File: src/verilog/npa_pkg.sv
// EVA to NPA translation shared definitions
// Field positions of the global and tile-group EVA formats, the DRAM
// flag bits and the region kind produced by the classifier.

`default_nettype none

package npa_pkg;

  localparam int unsigned eva_width_c = 32;            // one word
  localparam int unsigned epa_word_addr_width_c = 16;  // word addr carried in remote EVAs
  localparam int unsigned word_addr_lsb_c = 2;         // EVA is a byte address

  // global EVA {01, y[5:0], x[5:0], addr[15:0], 00}
  localparam int unsigned global_tag_lsb_c = 30;
  localparam int unsigned global_tag_width_c = 2;
  localparam logic [global_tag_width_c-1:0] global_tag_c = 2'b01;
  localparam int unsigned global_y_lsb_c = 24;
  localparam int unsigned global_y_width_c = 6;
  localparam int unsigned global_x_lsb_c = 18;
  localparam int unsigned global_x_width_c = 6;

  // tile-group EVA {001, y[4:0], x[5:0], addr[15:0], 00}
  localparam int unsigned tg_tag_lsb_c = 29;
  localparam int unsigned tg_tag_width_c = 3;
  localparam logic [tg_tag_width_c-1:0] tg_tag_c = 3'b001;
  localparam int unsigned tg_y_lsb_c = 24;
  localparam int unsigned tg_y_width_c = 5;
  localparam int unsigned tg_x_lsb_c = 18;
  localparam int unsigned tg_x_width_c = 6;

  // DRAM region
  localparam int unsigned dram_flag_bit_c = 31;
  localparam int unsigned host_flag_bit_c = 30;  // only meaningful with DRAM mode off

  // region of an EVA, in classification priority order
  typedef enum logic [1:0] {
    EVA_DRAM       = 2'd0,
    EVA_GLOBAL     = 2'd1,
    EVA_TILE_GROUP = 2'd2,
    EVA_INVALID    = 2'd3
  } eva_kind_e;

endpackage

`default_nettype wire

File: src/verilog/dram_region_map.sv
// DRAM region mapper
// With DRAM mode on, cache blocks are striped over the vcache banks above
// and below the tile array by an XOR bank hash. With DRAM mode off the
// region is plain block memory per bank, or host memory when the host
// flag is set. Purely combinational; region membership is not checked here.

`default_nettype none

module dram_region_map
  #(parameter int x_cord_width_p = 6
    , parameter int y_cord_width_p = 6
    , parameter int addr_width_p = 28
    , parameter int start_x_cord_p = 0
    , parameter int num_tiles_x_p = 4                 // power of two
    , parameter int num_tiles_y_p = 4
    , parameter int vcache_block_size_in_words_p = 8
    , parameter int vcache_size_p = 1024              // words per bank
    , parameter int vcache_sets_p = 64
  )
  (
    input  wire logic [npa_pkg::eva_width_c-1:0] eva_i  // byte addr
    , input  wire logic                          dram_enable_i
    , output logic [x_cord_width_p-1:0]          x_cord_o
    , output logic [y_cord_width_p-1:0]          y_cord_o
    , output logic [addr_width_p-1:0]            epa_o
  );

  localparam int lg_num_tiles_x_lp = $clog2(num_tiles_x_p);
  localparam int bank_width_lp = lg_num_tiles_x_lp + 1;  // {bottom, column}
  localparam int word_offset_width_lp = $clog2(vcache_block_size_in_words_p);
  localparam int set_index_width_lp = $clog2(vcache_sets_p);
  localparam int lg_vcache_size_lp = $clog2(vcache_size_p);
  // block addr spans word offset up to just below the DRAM flag
  localparam int block_lsb_lp = npa_pkg::word_addr_lsb_c + word_offset_width_lp;
  localparam int block_addr_width_lp = npa_pkg::dram_flag_bit_c - block_lsb_lp;

  localparam logic [x_cord_width_p-1:0] start_x_lp = x_cord_width_p'(start_x_cord_p);
  localparam logic [y_cord_width_p-1:0] bottom_row_lp = y_cord_width_p'(num_tiles_y_p + 1);

  logic [block_addr_width_lp-1:0]  block_addr;
  logic [word_offset_width_lp-1:0] word_offset;
  logic [bank_width_lp-1:0]        bank;
  logic [set_index_width_lp-1:0]   set_index;
  logic [lg_vcache_size_lp-1:0]    bank_offset;    // block-memory mode
  logic [lg_num_tiles_x_lp-1:0]    bank_column;    // block-memory mode
  logic                            bank_bottom;    // block-memory mode

  assign block_addr  = eva_i[block_lsb_lp +: block_addr_width_lp];
  assign word_offset = eva_i[npa_pkg::word_addr_lsb_c +: word_offset_width_lp];

  // neighbouring blocks spread over banks
  assign bank = block_addr[0 +: bank_width_lp] ^ block_addr[bank_width_lp +: bank_width_lp];
  assign set_index = block_addr[bank_width_lp +: set_index_width_lp];

  // plain word address split
  assign bank_offset = eva_i[npa_pkg::word_addr_lsb_c +: lg_vcache_size_lp];
  assign bank_column =
    eva_i[npa_pkg::word_addr_lsb_c + lg_vcache_size_lp +: lg_num_tiles_x_lp];
  assign bank_bottom = eva_i[npa_pkg::word_addr_lsb_c + lg_vcache_size_lp + lg_num_tiles_x_lp];

  always_comb begin
    if (dram_enable_i) begin
      // striped DRAM
      y_cord_o = bank[lg_num_tiles_x_lp] ? bottom_row_lp : '0;  // top bit picks the row
      x_cord_o = x_cord_width_p'(bank[0 +: lg_num_tiles_x_lp]) + start_x_lp;
      epa_o    = {{(addr_width_p - set_index_width_lp - word_offset_width_lp){1'b0}},
                  set_index, word_offset};  // msb stays clear
    end else if (eva_i[npa_pkg::host_flag_bit_c]) begin
      // host memory sits behind x 0, y 1
      y_cord_o = y_cord_width_p'(1);
      x_cord_o = '0;
      epa_o    = {1'b1, eva_i[npa_pkg::word_addr_lsb_c +: addr_width_p-1]};  // msb marks host
    end else begin
      y_cord_o = bank_bottom ? bottom_row_lp : '0;
      x_cord_o = x_cord_width_p'(bank_column) + start_x_lp;
      epa_o    = {{(addr_width_p - lg_vcache_size_lp){1'b0}}, bank_offset};
    end
  end

endmodule

`default_nettype wire

File: src/verilog/eva_to_npa_top.sv
// EVA to NPA translator top level
// Sets the mesh and vcache geometry and connects the DRAM mapper and the
// mesh mapper to the selector, which registers the NPA.

`default_nettype none

module eva_to_npa_top
  #(parameter int x_cord_width_p = 6
    , parameter int y_cord_width_p = 6
    , parameter int addr_width_p = 28                 // EPA word addr width
    , parameter int start_x_cord_p = 0
    , parameter int num_tiles_x_p = 4                 // power of two
    , parameter int num_tiles_y_p = 4
    , parameter int vcache_block_size_in_words_p = 8
    , parameter int vcache_size_p = 1024              // words per bank
    , parameter int vcache_sets_p = 64
  )
  (
    input  wire logic                            clk_i
    , input  wire logic                          rst_n_i
    , input  wire logic                          req_v_i
    , input  wire logic [npa_pkg::eva_width_c-1:0] eva_i  // byte addr
    , input  wire logic [x_cord_width_p-1:0]     tgo_x_i
    , input  wire logic [y_cord_width_p-1:0]     tgo_y_i
    , input  wire logic                          dram_enable_i  // level, not per request
    , output logic                               npa_v_o
    , output logic [x_cord_width_p-1:0]          x_cord_o
    , output logic [y_cord_width_p-1:0]          y_cord_o
    , output logic [addr_width_p-1:0]            epa_o
    , output logic                               invalid_o
  );

  logic [x_cord_width_p-1:0] dram_x, global_x, tg_x;
  logic [y_cord_width_p-1:0] dram_y, global_y, tg_y;
  logic [addr_width_p-1:0]   dram_epa, global_epa, tg_epa;

  dram_region_map #(
    .x_cord_width_p               (x_cord_width_p)
    , .y_cord_width_p             (y_cord_width_p)
    , .addr_width_p               (addr_width_p)
    , .start_x_cord_p             (start_x_cord_p)
    , .num_tiles_x_p              (num_tiles_x_p)
    , .num_tiles_y_p              (num_tiles_y_p)
    , .vcache_block_size_in_words_p (vcache_block_size_in_words_p)
    , .vcache_size_p              (vcache_size_p)
    , .vcache_sets_p              (vcache_sets_p)
  ) u_dram_map (
    .eva_i          (eva_i)
    , .dram_enable_i(dram_enable_i)
    , .x_cord_o     (dram_x)
    , .y_cord_o     (dram_y)
    , .epa_o        (dram_epa)
  );

  mesh_region_map #(
    .x_cord_width_p   (x_cord_width_p)
    , .y_cord_width_p (y_cord_width_p)
    , .addr_width_p   (addr_width_p)
    , .start_x_cord_p (start_x_cord_p)
  ) u_mesh_map (
    .eva_i          (eva_i)
    , .tgo_x_i      (tgo_x_i)
    , .tgo_y_i      (tgo_y_i)
    , .global_x_o   (global_x)
    , .global_y_o   (global_y)
    , .global_epa_o (global_epa)
    , .tg_x_o       (tg_x)
    , .tg_y_o       (tg_y)
    , .tg_epa_o     (tg_epa)
  );

  npa_select #(
    .x_cord_width_p   (x_cord_width_p)
    , .y_cord_width_p (y_cord_width_p)
    , .addr_width_p   (addr_width_p)
  ) u_select (
    .clk_i          (clk_i)
    , .rst_n_i      (rst_n_i)
    , .req_v_i      (req_v_i)
    , .eva_i        (eva_i)
    , .dram_x_i     (dram_x)
    , .dram_y_i     (dram_y)
    , .dram_epa_i   (dram_epa)
    , .global_x_i   (global_x)
    , .global_y_i   (global_y)
    , .global_epa_i (global_epa)
    , .tg_x_i       (tg_x)
    , .tg_y_i       (tg_y)
    , .tg_epa_i     (tg_epa)
    , .npa_v_o      (npa_v_o)
    , .x_cord_o     (x_cord_o)
    , .y_cord_o     (y_cord_o)
    , .epa_o        (epa_o)
    , .invalid_o    (invalid_o)
  );

endmodule

`default_nettype wire

File: src/verilog/mesh_region_map.sv
// Mesh region mapper
// Decodes the global and the tile-group EVA formats side by side.
// Global EVAs carry absolute coordinates; tile-group coordinates are
// relative to the tile-group origin. Combinational, no region check.

`default_nettype none

module mesh_region_map
  #(parameter int x_cord_width_p = 6
    , parameter int y_cord_width_p = 6
    , parameter int addr_width_p = 28
    , parameter int start_x_cord_p = 0
  )
  (
    input  wire logic [npa_pkg::eva_width_c-1:0] eva_i
    , input  wire logic [x_cord_width_p-1:0]     tgo_x_i  // tile-group origin
    , input  wire logic [y_cord_width_p-1:0]     tgo_y_i
    , output logic [x_cord_width_p-1:0]          global_x_o
    , output logic [y_cord_width_p-1:0]          global_y_o
    , output logic [addr_width_p-1:0]            global_epa_o
    , output logic [x_cord_width_p-1:0]          tg_x_o
    , output logic [y_cord_width_p-1:0]          tg_y_o
    , output logic [addr_width_p-1:0]            tg_epa_o
  );

  localparam logic [x_cord_width_p-1:0] start_x_lp = x_cord_width_p'(start_x_cord_p);

  logic [npa_pkg::epa_word_addr_width_c-1:0] word_addr;  // same field in both formats
  logic [addr_width_p-1:0]                   word_epa;

  assign word_addr = eva_i[npa_pkg::word_addr_lsb_c +: npa_pkg::epa_word_addr_width_c];
  assign word_epa  = {{(addr_width_p - npa_pkg::epa_word_addr_width_c){1'b0}}, word_addr};

  // absolute target
  assign global_x_o =
    x_cord_width_p'(eva_i[npa_pkg::global_x_lsb_c +: npa_pkg::global_x_width_c]);
  assign global_y_o =
    y_cord_width_p'(eva_i[npa_pkg::global_y_lsb_c +: npa_pkg::global_y_width_c]);
  assign global_epa_o = word_epa;

  // origin is kept without the start column offset, added here
  assign tg_x_o = x_cord_width_p'(eva_i[npa_pkg::tg_x_lsb_c +: npa_pkg::tg_x_width_c])
                  + tgo_x_i + start_x_lp;
  assign tg_y_o = y_cord_width_p'(eva_i[npa_pkg::tg_y_lsb_c +: npa_pkg::tg_y_width_c])
                  + tgo_y_i;
  assign tg_epa_o = word_epa;

endmodule

`default_nettype wire

File: src/verilog/npa_select.sv
// NPA result selector
// Classifies the EVA (DRAM flag, then global tag, then tile-group tag),
// picks the matching mapper result, zeroes invalid ones and registers the
// NPA with its strobe one clock after the request.

`default_nettype none

module npa_select
  #(parameter int x_cord_width_p = 6
    , parameter int y_cord_width_p = 6
    , parameter int addr_width_p = 28
  )
  (
    input  wire logic                            clk_i
    , input  wire logic                          rst_n_i
    , input  wire logic                          req_v_i
    , input  wire logic [npa_pkg::eva_width_c-1:0] eva_i
    , input  wire logic [x_cord_width_p-1:0]     dram_x_i
    , input  wire logic [y_cord_width_p-1:0]     dram_y_i
    , input  wire logic [addr_width_p-1:0]       dram_epa_i
    , input  wire logic [x_cord_width_p-1:0]     global_x_i
    , input  wire logic [y_cord_width_p-1:0]     global_y_i
    , input  wire logic [addr_width_p-1:0]       global_epa_i
    , input  wire logic [x_cord_width_p-1:0]     tg_x_i
    , input  wire logic [y_cord_width_p-1:0]     tg_y_i
    , input  wire logic [addr_width_p-1:0]       tg_epa_i
    , output logic                               npa_v_o
    , output logic [x_cord_width_p-1:0]          x_cord_o
    , output logic [y_cord_width_p-1:0]          y_cord_o
    , output logic [addr_width_p-1:0]            epa_o
    , output logic                               invalid_o
  );

  npa_pkg::eva_kind_e eva_kind;
  logic [x_cord_width_p-1:0] x_n;
  logic [y_cord_width_p-1:0] y_n;
  logic [addr_width_p-1:0]   epa_n;

  // region priority
  always_comb begin
    if (eva_i[npa_pkg::dram_flag_bit_c]) begin
      eva_kind = npa_pkg::EVA_DRAM;
    end else if (eva_i[npa_pkg::global_tag_lsb_c +: npa_pkg::global_tag_width_c]
                 == npa_pkg::global_tag_c) begin
      eva_kind = npa_pkg::EVA_GLOBAL;
    end else if (eva_i[npa_pkg::tg_tag_lsb_c +: npa_pkg::tg_tag_width_c]
                 == npa_pkg::tg_tag_c) begin
      eva_kind = npa_pkg::EVA_TILE_GROUP;
    end else begin
      eva_kind = npa_pkg::EVA_INVALID;
    end
  end

  always_comb begin
    unique case (eva_kind)
      npa_pkg::EVA_DRAM:       {x_n, y_n, epa_n} = {dram_x_i, dram_y_i, dram_epa_i};
      npa_pkg::EVA_GLOBAL:     {x_n, y_n, epa_n} = {global_x_i, global_y_i, global_epa_i};
      npa_pkg::EVA_TILE_GROUP: {x_n, y_n, epa_n} = {tg_x_i, tg_y_i, tg_epa_i};
      default:                 {x_n, y_n, epa_n} = '0;  // no region, all-zero NPA
    endcase
  end

  // one register stage, data held between requests
  always_ff @(posedge clk_i) begin
    if (!rst_n_i) begin
      npa_v_o   <= 1'b0;
      x_cord_o  <= '0;
      y_cord_o  <= '0;
      epa_o     <= '0;
      invalid_o <= 1'b0;
    end else begin
      npa_v_o <= req_v_i;  // no back-pressure
      if (req_v_i) begin
        x_cord_o  <= x_n;
        y_cord_o  <= y_n;
        epa_o     <= epa_n;
        invalid_o <= (eva_kind == npa_pkg::EVA_INVALID);
      end
    end
  end

endmodule

`default_nettype wire
File: config.mk
export PLATFORM = sky130hd
export DESIGN_NAME = eva_to_npa_top
export DESIGN_NICKNAME = d
export VERILOG_FILES = /design/src/verilog/npa_pkg.sv /design/src/verilog/dram_region_map.sv /design/src/verilog/eva_to_npa_top.sv /design/src/verilog/mesh_region_map.sv /design/src/verilog/npa_select.sv
export SDC_FILE = /design/constraint.sdc
export NUM_CORES = 1
export LEC_CHECK = 0
export BUFFER_PORTS_ARGS = -buffer_cell sky130_fd_sc_hd__buf_2
export CORE_AREA = 2 2 68 70
export DETAILED_ROUTE_END_ITERATION = 8
export DIE_AREA = 0 0 70 72
export PLACE_DENSITY = 0.86
export SETUP_SLACK_MARGIN = 0.05
export SYNTH_ARGS = -nofsm -noshare
export SYNTH_HDL_FRONTEND = slang
export SYNTH_SLANG_ARGS = --single-unit
export TNS_END_PERCENT = 100
File: constraint.sdc
create_clock -name clk_i -period 4.1 [get_ports clk_i]
set_input_delay 0.615 -clock clk_i [delete_from_list [all_inputs] [get_ports clk_i]]
set_output_delay 0.615 -clock clk_i [all_outputs]
set_load 0.01 [all_outputs]
==> flow_metrics.py, run 1 <==
metrics = {
    "status": {
        "run_status": "complete, no violations",
    },
    "final_layout": {
        "final_cell_mix": "buf_2, dfxtp_1, a22o_1, nand2_1, o21ai_0",
        "drive_gt1_frac": 0.3478,
        "num-nets-final": 359,
        "n_fill_cell": 391,
        "diodes": 0,
        "stdcell_count": 351,
        "multi_input_area_sq_mm": 0.001159,
        "final_util": 0.6215,
        "syn_to_final_growth_pct": 25.92,
        "final_common_cell": "buf_2",
        "regArea_sq_um": 840.8,
    },
    "critical_path": {
        "end_kind": "register",
        "worstPathArrival_ps": 2080,
        "cp_max_fo": 3,
        "crit_type": "in2reg",
        "critPathLaunchType": "primary input",
        "critical_path.startpoint": "eva_i[24]",
        "worstPathRequired_ps": 4290,
        "r2r-start": "u_select.y_cord_o[5]",
    },
    "clocking": {
        "cts_tree": "done",
        "h-tree-depth": 2,
        "cts_root_buffer": "clkbuf_8",
        "cts_made_buffers": 5,
        "clk_path_buf_depth": 2,
        "clock_sinks": 42,
        "clock_latency_ps": 290,
        "cts_hold_buf": 0,
        "cts_resized": 0,
        "path_clk_slew_ps": 70,
        "post-cts-setup-buffer-count": 0,
    },
    "sta": {
        "hold_violations": 0,
        "fin_worst_skew_ps": 0,
        "slew_viol_final": 0,
        "fin_crit_sh": 0.4616,
        "finalSetupTns_ps": 0,
        "grt_setup_unrepaired": "false",
        "finalSetupViolCount": 0,
        "period_minus_slack_ps": 1893,
        "tightest_slew_ps": 711.9,
        "max_slew_margin": 0.5236,
        "clock.fmax_ghz": 0.5284,
        "fin_ws_ps": 2207,
    },
    "logic_synthesis": {
        "synth_top_area_cell": "dfxtp_1",
        "synth-edff-count": 0,
        "synth_flop_cell": "dfxtp_1",
        "ys_seq_elements": 42,
        "yosysWarnings": 0,
        "avgSynthCellArea_sq_um": 9.698,
        "async_flop_share": 0,
        "ys_seq_area_frac": 0.3995,
        "synth_top_area_frac": 0.3995,
        "synth_area_leaders": "dfxtp_1, a22o_1, ha_1",
        "syn-num-nets": 277,
        "synth_cell_types": 39,
        "syn-cell-area_sq_mm": 0.002105,
        "synth_cells": 217,
    },
    "place": {
        "gp_congestion": 0.8944,
        "port_buffers": 87,
        "placed_cells": 344,
        "place_ws_ps": 1895,
        "hpwlAfterDp_microns": 3990,
    },
    "grt": {
        "grt_pass1_wl_microns": 8355,
        "antenna_found_initial": 0,
        "grt_overflow": 0,
        "grt_max_degree": 27,
        "grt_pass1_vias": 1795,
        "grt_use_total": 0.2072,
    },
    "route": {
        "drtPass1Iterations": 4,
        "drtIter0Drc": 126,
        "drc": 0,
        "wire_per_inst_microns": 14.96,
        "viasPerCell": 5.590,
        "drt_wl_total_microns": 5251,
        "ant_nets": 0,
        "vias": 1962,
    },
    "min_path": {
        "hp-start": "u_select.x_cord_o[1]",
        "min_path_type": "reg2reg",
    },
    "power": {
        "ir_drop_mv": 0.1904,
        "p_leak_nw": 1.308,
        "power_density_mw_per_mm2": 351.2,
    },
    "floorplanning": {
        "rows": 24,
        "top_level_ports": 90,
        "initial_core_util": 0.4935,
        "core_sq_mm": 0.004264,
        "fp.dieArea_sq_mm": 0.005040,
        "die-height_microns": 72,
        "die_w_microns": 70,
    },
    "run": {
        "max-cap-violations": 0,
    },
}
==> metrics by stage <==
step / area (sq um) / total power [mW] / hold slack [ps]
after global routing: 2650 / 0.9688 / 485.2
final: 2650 / 0.9308 / 458.2
after detailed placement: 2537 / 0.6108 / 444.1
after CTS: 2650 / 0.9362 / 461.8
after global placement: 2537 / 0.6063 / 427.2
after floorplan: 2105 / 0.5462 / 481.5
==> power by group <==
group | leakage, nW | internal [mW] | total, mW | switching [mW]
Combinational | 0.908 | 0.0747 | 0.170 | 0.0953
Clock | 0.0573 | 0.195 | 0.328 | 0.133
Sequential | 0.342 | 0.425 | 0.433 | 0.00811
==> critical path, cell delays in order <==
cell and delay (ps):
buf_2 110, ha_1 220, fa_1 400, xor2_1 160, a221oi_1 310, a21oi_1 70
a22o_1 190
==> flip-flops by register name, summed over array words and instances (netlist names) <==
name	cells
u_select.y_cord_o	6
u_select.npa_v_o	1
u_select.x_cord_o	6
u_select.epa_o	28
u_select.invalid_o	1
==> kinds of logic after synthesis <==
family | synth area share
AO/OA/AOI/OAI | 0.2776
multiplexers | 0.02616
flip-flops | 0.3995
adder cells (fa/ha/maj) | 0.07848
buffers and inverters | 0.05112
AND/OR/NAND/NOR | 0.1255
XOR/XNOR | 0.04162
==> worst paths after layout <==
kind                           to  slack, ps  cells past startpoint
max          u_select.y_cord_o[2]       2210                      7
max reg2reg  u_select.y_cord_o[5]       2980                      4
min          u_select.x_cord_o[1]        460                      2
min reg2reg  u_select.x_cord_o[1]        460                      2
==> layout make-up <==
| class | instances | area share |
|---|---|---|
| multi-input cells | 154 | 0.4372 |
| flip-flops and latches | 42 | 0.3173 |
| repair buffers | 88 | 0.1671 |
| clock buffers | 6 | 0.03116 |
| well taps | 52 | 0.02455 |
| clock inverters | 1 | 0.01133 |
| inverters | 8 | 0.01133 |
==> per-layer routing <==
metal / vias to the layer above / part of all wire / GRT usage
met1: 908 / 0.46 / 0.2708
li1: 972 / - / -
met4: 0 / 0.014 / 0.07692
met5: - / 0 / 0
met3: 9 / 0.062 / 0.04444
met2: 73 / 0.47 / 0.3397
==> cell usage after synthesis (all sizes together) (2+ instances only) <==
cell,count
a21o,6
a21oi,10
a221o,3
a221oi,4
a22o,25
a22oi,3
a31oi,3
and3,3
buf,9
clkbuf,4
dfxtp,42
fa,2
ha,10
inv,8
mux2,4
nand2,17
nand3,7
nand4,2
nor2,5
nor2b,8
nor3,4
o21ai,13
o2bb2ai,4
o31ai,4
xor2,9
Note: power is estimated with default switching activity, not from simulation.
==> inputs of run 2 (changes only) <==
--- a/config.mk
+++ b/config.mk
@@ -5,11 +5,12 @@
 export SDC_FILE = /design/constraint.sdc
 export NUM_CORES = 1
 export LEC_CHECK = 0
+export ABC_AREA = 1
 export BUFFER_PORTS_ARGS = -buffer_cell sky130_fd_sc_hd__buf_2
-export CORE_AREA = 2 2 68 70
+export CORE_AREA = 2 2 74 76
 export DETAILED_ROUTE_END_ITERATION = 8
-export DIE_AREA = 0 0 70 72
-export PLACE_DENSITY = 0.86
+export DIE_AREA = 0 0 76 78
+export PLACE_DENSITY = 0.79
 export SETUP_SLACK_MARGIN = 0.05
 export SYNTH_ARGS = -nofsm -noshare
 export SYNTH_HDL_FRONTEND = slang
==> constraint.sdc (replaced) <==
create_clock -name clk_i -period 1.7 [get_ports clk_i]
set_input_delay 0.255 -clock clk_i [delete_from_list [all_inputs] [get_ports clk_i]]
set_output_delay 0.255 -clock clk_i [all_outputs]
set_load 0.01 [all_outputs]
==> run 2 against run 1 <==
Net effect:
- cell area rose by 4.9%
- worst setup slack got worse by 2000 ps
- first-iteration DRC count grew 25%
- largest power group unchanged
- power up 140%
- critical endpoint is now u_select.y_cord_o[4]
- non-clock buffer count is 5 higher
==> flow_metrics.py, run 2 <==
metrics = {
    "sta": {
        "fin_worst_skew_ps": 0,
        "period_minus_slack_ps": 1451,
        "clock.fmax_ghz": 0.6891,
        "max_slew_margin": 0.7744,
        "finalSetupViolCount": 0,
        "hold_slack_ps": 173.1,
        "slew_viol_final": 0,
        "grt_setup_unrepaired": "false",
        "tightest_slew_ps": 337.6,
        "hold_violations": 0,
        "finalSetupTns_ps": 0,
        "fin_crit_sh": 0.8537,
    },
    "final_layout": {
        "drive_gt1_frac": 0.3053,
        "diodes": 0,
        "n_fill_cell": 504,
        "stdcell_count": 450,
        "syn_to_final_growth_pct": 28.96,
        "num-nets-final": 440,
        "reg_top3": "u_select.epa_o x28, u_select.x_cord_o x6, u_select.y_cord_o x6",
        "largest_reg_flops": 28,
        "final_cell_mix": "nand2_1, buf_2, dfxtp_1, nand3_1, inv_1",
        "top_register": "u_select.epa_o",
        "final_common_cell": "nand2_1",
    },
    "power": {
        "power_mw": 2.278,
        "power_density_mw_per_mm2": 819.5,
        "p_leak_nw": 1.470,
        "ir_drop_mv": 0.3385,
    },
    "grt": {
        "antenna_found_initial": 0,
        "grt_max_degree": 24,
        "grt_pass1_vias": 1968,
        "grt_overflow": 0,
        "grt_use_total": 0.1945,
        "grt_pass1_wl_microns": 9273,
    },
    "critical_path": {
        "worstPathRequired_ps": 1900,
        "r2r_end": "u_select.invalid_o",
        "cp_num_buf_inv": 1,
        "worst-r2r-setup-slack_ps": 1070,
        "max_stage_delay_ps": 410,
        "cp_slowest_cell": "fa_1",
        "end_kind": "register",
        "cp_cell_sequence": "buf_2 > ha_1 > fa_1 > nand3_1 > nand2_1 > or2_2 > nand3_1 > nand2_1 > nand2_1 > nand2_1",
        "cp_top_family": "simple AND/OR/NAND/NOR gates",
        "cp_max_fo": 3,
        "worstPathArrival_ps": 1650,
        "reg2reg_depth": 2,
        "critPathLaunchType": "primary input",
        "r2r-start": "u_select.invalid_o",
        "crit_type": "in2reg",
        "path_common_cell": "nand2_1",
    },
    "floorplanning": {
        "die_w_microns": 76,
        "initial_core_util": 0.4275,
        "top_level_ports": 90,
        "core_sq_mm": 0.005042,
        "die-height_microns": 78,
        "rows": 26,
        "fp.dieArea_sq_mm": 0.005928,
    },
    "route": {
        "viasPerCell": 4.873,
        "drtIter0Drc": 157,
        "drc": 0,
        "ant_nets": 0,
        "drtPass1Iterations": 4,
        "drt_wl_total_microns": 5743,
        "wire_per_inst_microns": 12.76,
        "vias": 2193,
    },
    "min_path": {
        "holdPathEnd": "u_select.epa_o[0]",
        "hp-start": "eva_i[2]",
        "min_path_type": "in2reg",
        "whs_path_depth": 2,
    },
    "place": {
        "hpwlAfterDp_microns": 4511,
        "placed_cells": 443,
        "gp_congestion": 0.8644,
        "port_buffers": 87,
    },
    "logic_synthesis": {
        "ys_seq_elements": 42,
        "synth_cell_types": 34,
        "synth_cells": 289,
        "syn-num-nets": 349,
        "synth-edff-count": 0,
        "yosysWarnings": 0,
        "synth_top_cells_by_count": "nand2_1, dfxtp_1, nand3_1, inv_1, o21ai_0",
        "synth_area_leaders": "dfxtp_1, nand2_1, ha_1",
        "synth_flop_cell": "dfxtp_1",
        "avgSynthCellArea_sq_um": 7.460,
        "syn-cell-area_sq_mm": 0.002156,
        "ys_seq_area_frac": 0.3900,
        "synth_top_area_cell": "dfxtp_1",
        "synth_top_area_frac": 0.3900,
        "synth.most_common_cell": "nand2_1",
        "async_flop_share": 0,
    },
    "clocking": {
        "h-tree-depth": 2,
        "cts_root_buffer": "clkbuf_8",
        "cts_hold_buf": 0,
        "path_clk_slew_ps": 80,
        "clock_latency_ps": 290,
        "cts_made_buffers": 5,
        "clock_sinks": 42,
        "post-cts-setup-buffer-count": 0,
        "clk_path_buf_depth": 2,
        "cts_tree": "done",
        "cts_resized": 0,
    },
    "status": {
        "run_status": "complete, no violations",
    },
    "run": {
        "max-cap-violations": 0,
    },
}
-- run 2: cell count changes in the layout (fill, tap and decap cells not counted), sizes merged, moves of 4 or more --
cell and delta:
xor2 -9, a21o -5, o21ai +12, a22o -21
buf +5, mux2 -4, nor2 +7, o2bb2ai -4
inv +16, nor2b -8, a221oi -4, nand2 +86
nand3 +16
-- run 2: where the power goes --
group	switching [mW]	total (mW)	internal (mW)
registers	0.0183	1.04	1.02
logic	0.251	0.425	0.173
clock network	0.341	0.812	0.470
-- run 2: cells by family after synthesis --
kind of cell	share of synthesized area
compound gates	0.1451
fa+ha+maj	0.07661
xor+xnor	0.008127
buf+inv	0.07139
flops	0.3900
simple gates	0.3088
-- run 2: worst max-delay path by stage --
stage,end,from,slack (ps),cells past startpoint
6_report,u_select.y_cord_o[4],eva_i[24],250,10
5_1_grt,u_select.y_cord_o[4],eva_i[24],160,10
4_1_cts,u_select.y_cord_o[4],eva_i[24],260,10
3_5_place_dp,u_select.y_cord_o[4],eva_i[24],-70,10
3_3_place_gp,u_select.y_cord_o[4],eva_i[24],-20,10
2_1_floorplan,u_select.y_cord_o[4],eva_i[24],140,9
-- run 2: area by class of cell --
class / count / area, sq um / share of cell area
Timing Repair Buffer: 93 / 480.5 / 0.1728
Inverter: 24 / 97.59 / 0.03510
Clock inverter: 1 / 30.03 / 0.01080
Tap cell: 70 / 87.58 / 0.03150
Sequential cell: 42 / 840.8 / 0.3024
Multi-Input combinational cell: 214 / 1161 / 0.4176
Clock buffer: 6 / 82.58 / 0.02970
-- run 2: through the flow --
| step | cell area [sq um] | utilization | worst slack (ps) |
|---|---|---|---|
| finish | 2780 | 0.5514 | 248.8 |
| global route | 2780 | 0.5514 | 161.6 |
| CTS | 2780 | 0.5514 | 255.5 |
| detailed placement | 2668 | 0.5290 | -65.30 |
| global placement | 2668 | 0.5290 | -15.37 |
| floorplan | 2156 | - | 141.2 |
-- run 2: layer usage --
metal,vias up,global-route usage,wire [microns]
met5,-,0,0
met4,0,0.04545,20
met3,2,0.06047,400
met2,75,0.3223,2698
met1,985,0.2491,2624
li1,1131,-,-
==> inputs of run 3 (changes only) <==
--- a/config.mk
+++ b/config.mk
@@ -7,12 +7,13 @@
 export LEC_CHECK = 0
 export ABC_AREA = 1
 export BUFFER_PORTS_ARGS = -buffer_cell sky130_fd_sc_hd__buf_2
-export CORE_AREA = 2 2 74 76
+export CORE_AREA = 2 2 90 92
 export DETAILED_ROUTE_END_ITERATION = 8
-export DIE_AREA = 0 0 76 78
-export PLACE_DENSITY = 0.79
+export DIE_AREA = 0 0 92 94
+export PLACE_DENSITY = 0.8
 export SETUP_SLACK_MARGIN = 0.05
 export SYNTH_ARGS = -nofsm -noshare
 export SYNTH_HDL_FRONTEND = slang
+export SYNTH_HIERARCHICAL = 1
 export SYNTH_SLANG_ARGS = --single-unit
 export TNS_END_PERCENT = 100
==> run 3 against run 2 <==
Net effect:
- sequential share of layout area shrank 8.0 points
- clock skew is the same
- synthesized area grew 72%
- worst setup slack lost 9.7 ps
- sequential power is essentially flat
- critical path type unchanged
==> flow_metrics.py, run 3 <==
metrics = {
    "final_layout": {
        "num-nets-final": 668,
        "reg_top3": "u_select/epa_o x28, u_select/x_cord_o x6, u_select/y_cord_o x6",
        "top_register": "u_select/epa_o",
        "diodes": 0,
        "fin_area_sq_mm": 0.003779,
        "syn_to_final_growth_pct": 1.958,
        "final_common_cell": "nand2_1",
        "largest_reg_flops": 28,
        "final_cell_mix": "nand2_1, nand3_1, buf_2, a21oi_1, dfxtp_1",
        "drive_gt1_frac": 0.1921,
    },
    "clocking": {
        "h-tree-depth": 2,
        "clk_path_buf_depth": 2,
        "clock_sinks": 42,
        "cts_root_buffer": "clkbuf_8",
        "clock_latency_ps": 290,
        "post-cts-setup-buffer-count": 0,
        "path_clk_slew_ps": 80,
        "cts_tree": "done",
        "cts_made_buffers": 5,
        "cts_hold_buf": 0,
        "cts_resized": 0,
    },
    "critical_path": {
        "reg2reg_depth": 2,
        "end_kind": "register",
        "crit_type": "in2reg",
        "critPathLaunchType": "primary input",
        "worst-r2r-setup-slack_ps": 1040,
        "r2r_end": "u_select/y_cord_o[2]",
        "worstPathArrival_ps": 1690,
        "r2r-start": "u_select/y_cord_o[2]",
        "cp_max_fo": 2,
        "worstPathRequired_ps": 1930,
    },
    "sta": {
        "fin_crit_sh": 0.8594,
        "period_minus_slack_ps": 1461,
        "grt_setup_unrepaired": "false",
        "max_slew_margin": 0.5496,
        "clock.fmax_ghz": 0.6845,
        "finalSetupTns_ps": 0,
        "tightest_slew_ps": 674.6,
        "slew_viol_final": 0,
        "fin_ws_ps": 239.0,
        "fin_worst_skew_ps": 0,
        "hold_violations": 0,
        "finalSetupViolCount": 0,
    },
    "floorplanning": {
        "top_level_ports": 90,
        "initial_core_util": 0.4872,
        "die_w_microns": 92,
        "core_sq_mm": 0.007607,
        "fp.dieArea_sq_mm": 0.008648,
        "rows": 32,
        "die-height_microns": 94,
    },
    "place": {
        "placed_area_sq_mm": 0.003669,
        "port_buffers": 87,
        "gp_congestion": 0.9373,
        "place_ws_ps": -50.86,
        "hpwlAfterDp_microns": 6256,
    },
    "logic_synthesis": {
        "synth_cell_types": 24,
        "synth_top_area_frac": 0.2269,
        "synth_flop_cell": "dfxtp_1",
        "syn-cell-area_sq_mm": 0.003706,
        "synth_xor_area_frac": 0.01654,
        "yosys.area_share.simple": 0.3859,
        "synth_top_area_cell": "dfxtp_1",
        "ys_seq_area_frac": 0.2269,
        "synth_top_family_by_area": "simple AND/OR/NAND/NOR gates",
        "synth_compound_area_frac": 0.07157,
        "avgSynthCellArea_sq_um": 6.314,
        "synth.most_common_cell": "nand2_1",
        "async_flop_share": 0,
        "synthAdderAreaFrac": 0.04456,
        "yosysWarnings": 6,
        "synth-edff-count": 0,
        "ys_seq_elements": 42,
        "synth_mux_area_frac": 0,
        "synth_area_leaders": "dfxtp_1, nand2_1, nand3_1",
        "synth_top_cells_by_count": "nand2_1, nand3_1, buf_4, a21oi_1, dfxtp_1",
        "synth_cells": 587,
    },
    "grt": {
        "grt_pass1_vias": 3277,
        "grt_use_total": 0.2057,
        "antenna_found_initial": 0,
        "grt_max_degree": 43,
        "grt_overflow": 0,
        "grt_pass1_wl_microns": 14530,
    },
    "run": {
        "max-cap-violations": 0,
    },
    "route": {
        "drt_wl_total_microns": 8676,
        "ant_nets": 0,
        "drtIter0Drc": 208,
        "wire_per_inst_microns": 12.20,
        "viasPerCell": 4.937,
        "drc": 0,
        "vias": 3510,
        "drtPass1Iterations": 4,
    },
    "status": {
        "run_status": "complete, no violations",
    },
    "min_path": {
        "whs_path_depth": 3,
        "hp-start": "rst_n_i",
        "min_path_type": "in2reg",
        "holdPathEnd": "u_select/npa_v_o",
    },
    "power": {
        "power_mw": 2.496,
        "power_density_mw_per_mm2": 660.4,
        "ir_drop_mv": 0.3154,
        "p_leak_nw": 1.925,
    },
}
[run 3: metal layers]
layer / wire length, microns / vias up / share of wire / track usage
met5: 0 / - / 0 / 0
met2: 4094 / 121 / 0.47 / 0.3603
met1: 3754 / 1545 / 0.43 / 0.2479
li1: - / 1828 / - / -
met3: 686 / 16 / 0.079 / 0.05136
met4: 140 / 0 / 0.016 / 0.06468
[run 3: how the worst max path moves through the flow]
stage	start	to	slack, ps	cells past startpoint
2_1_floorplan	eva_i[24]	u_select/y_cord_o[4]	200	9
3_3_place_gp	eva_i[18]	u_select/x_cord_o[4]	-20	10
3_5_place_dp	eva_i[18]	u_select/x_cord_o[4]	-50	10
4_1_cts	eva_i[18]	u_select/x_cord_o[4]	260	10
5_1_grt	eva_i[18]	u_select/x_cord_o[4]	160	10
6_report	eva_i[18]	u_select/x_cord_o[4]	240	10
[run 3: power breakdown]
| part | switching, mW | internal [mW] |
|---|---|---|
| registers | 0.0248 | 1.04 |
| clock network | 0.338 | 0.410 |
| logic | 0.422 | 0.265 |
| total | 0.784 | 1.71 |
[run 3: final cells by class]
class / count / area (sq um)
fillers: 812 / 3829
multi-input cells: 434 / 2042
flip-flops and latches: 42 / 840.8
repair buffers: 105 / 583.1
well taps: 102 / 127.6
clock buffers: 8 / 110.1
inverters: 20 / 75.07
[run 3: cells by family after synthesis]
logic type / Yosys count
other: 2
AND/OR/NAND/NOR: 330
adder cells (fa/ha/maj): 12
buffers and inverters: 141
flip-flops: 42
AO/OA/AOI/OAI: 53
XOR/XNOR: 7
[run 3: metrics by stage]
stage | util | hold slack, ps | std cells
2_1_floorplan | - | 352.6 | 617
3_3_place_gp | 0.4822 | 450.1 | 703
3_5_place_dp | 0.4822 | 452.7 | 703
4_1_cts | 0.4967 | 182.4 | 711
5_1_grt | 0.4967 | 181.4 | 711
6_report | 0.4967 | 189.0 | 711
[run 3: critical path, stage by stage]
cell and delay, ps:
buf_2 110, ha_1 240, fa_1 410, nand3_1 100
nand2_1 60, xor2_1 130, nand3_1 90, nand3_1 110
nand2_1 60, a21oi_1 110
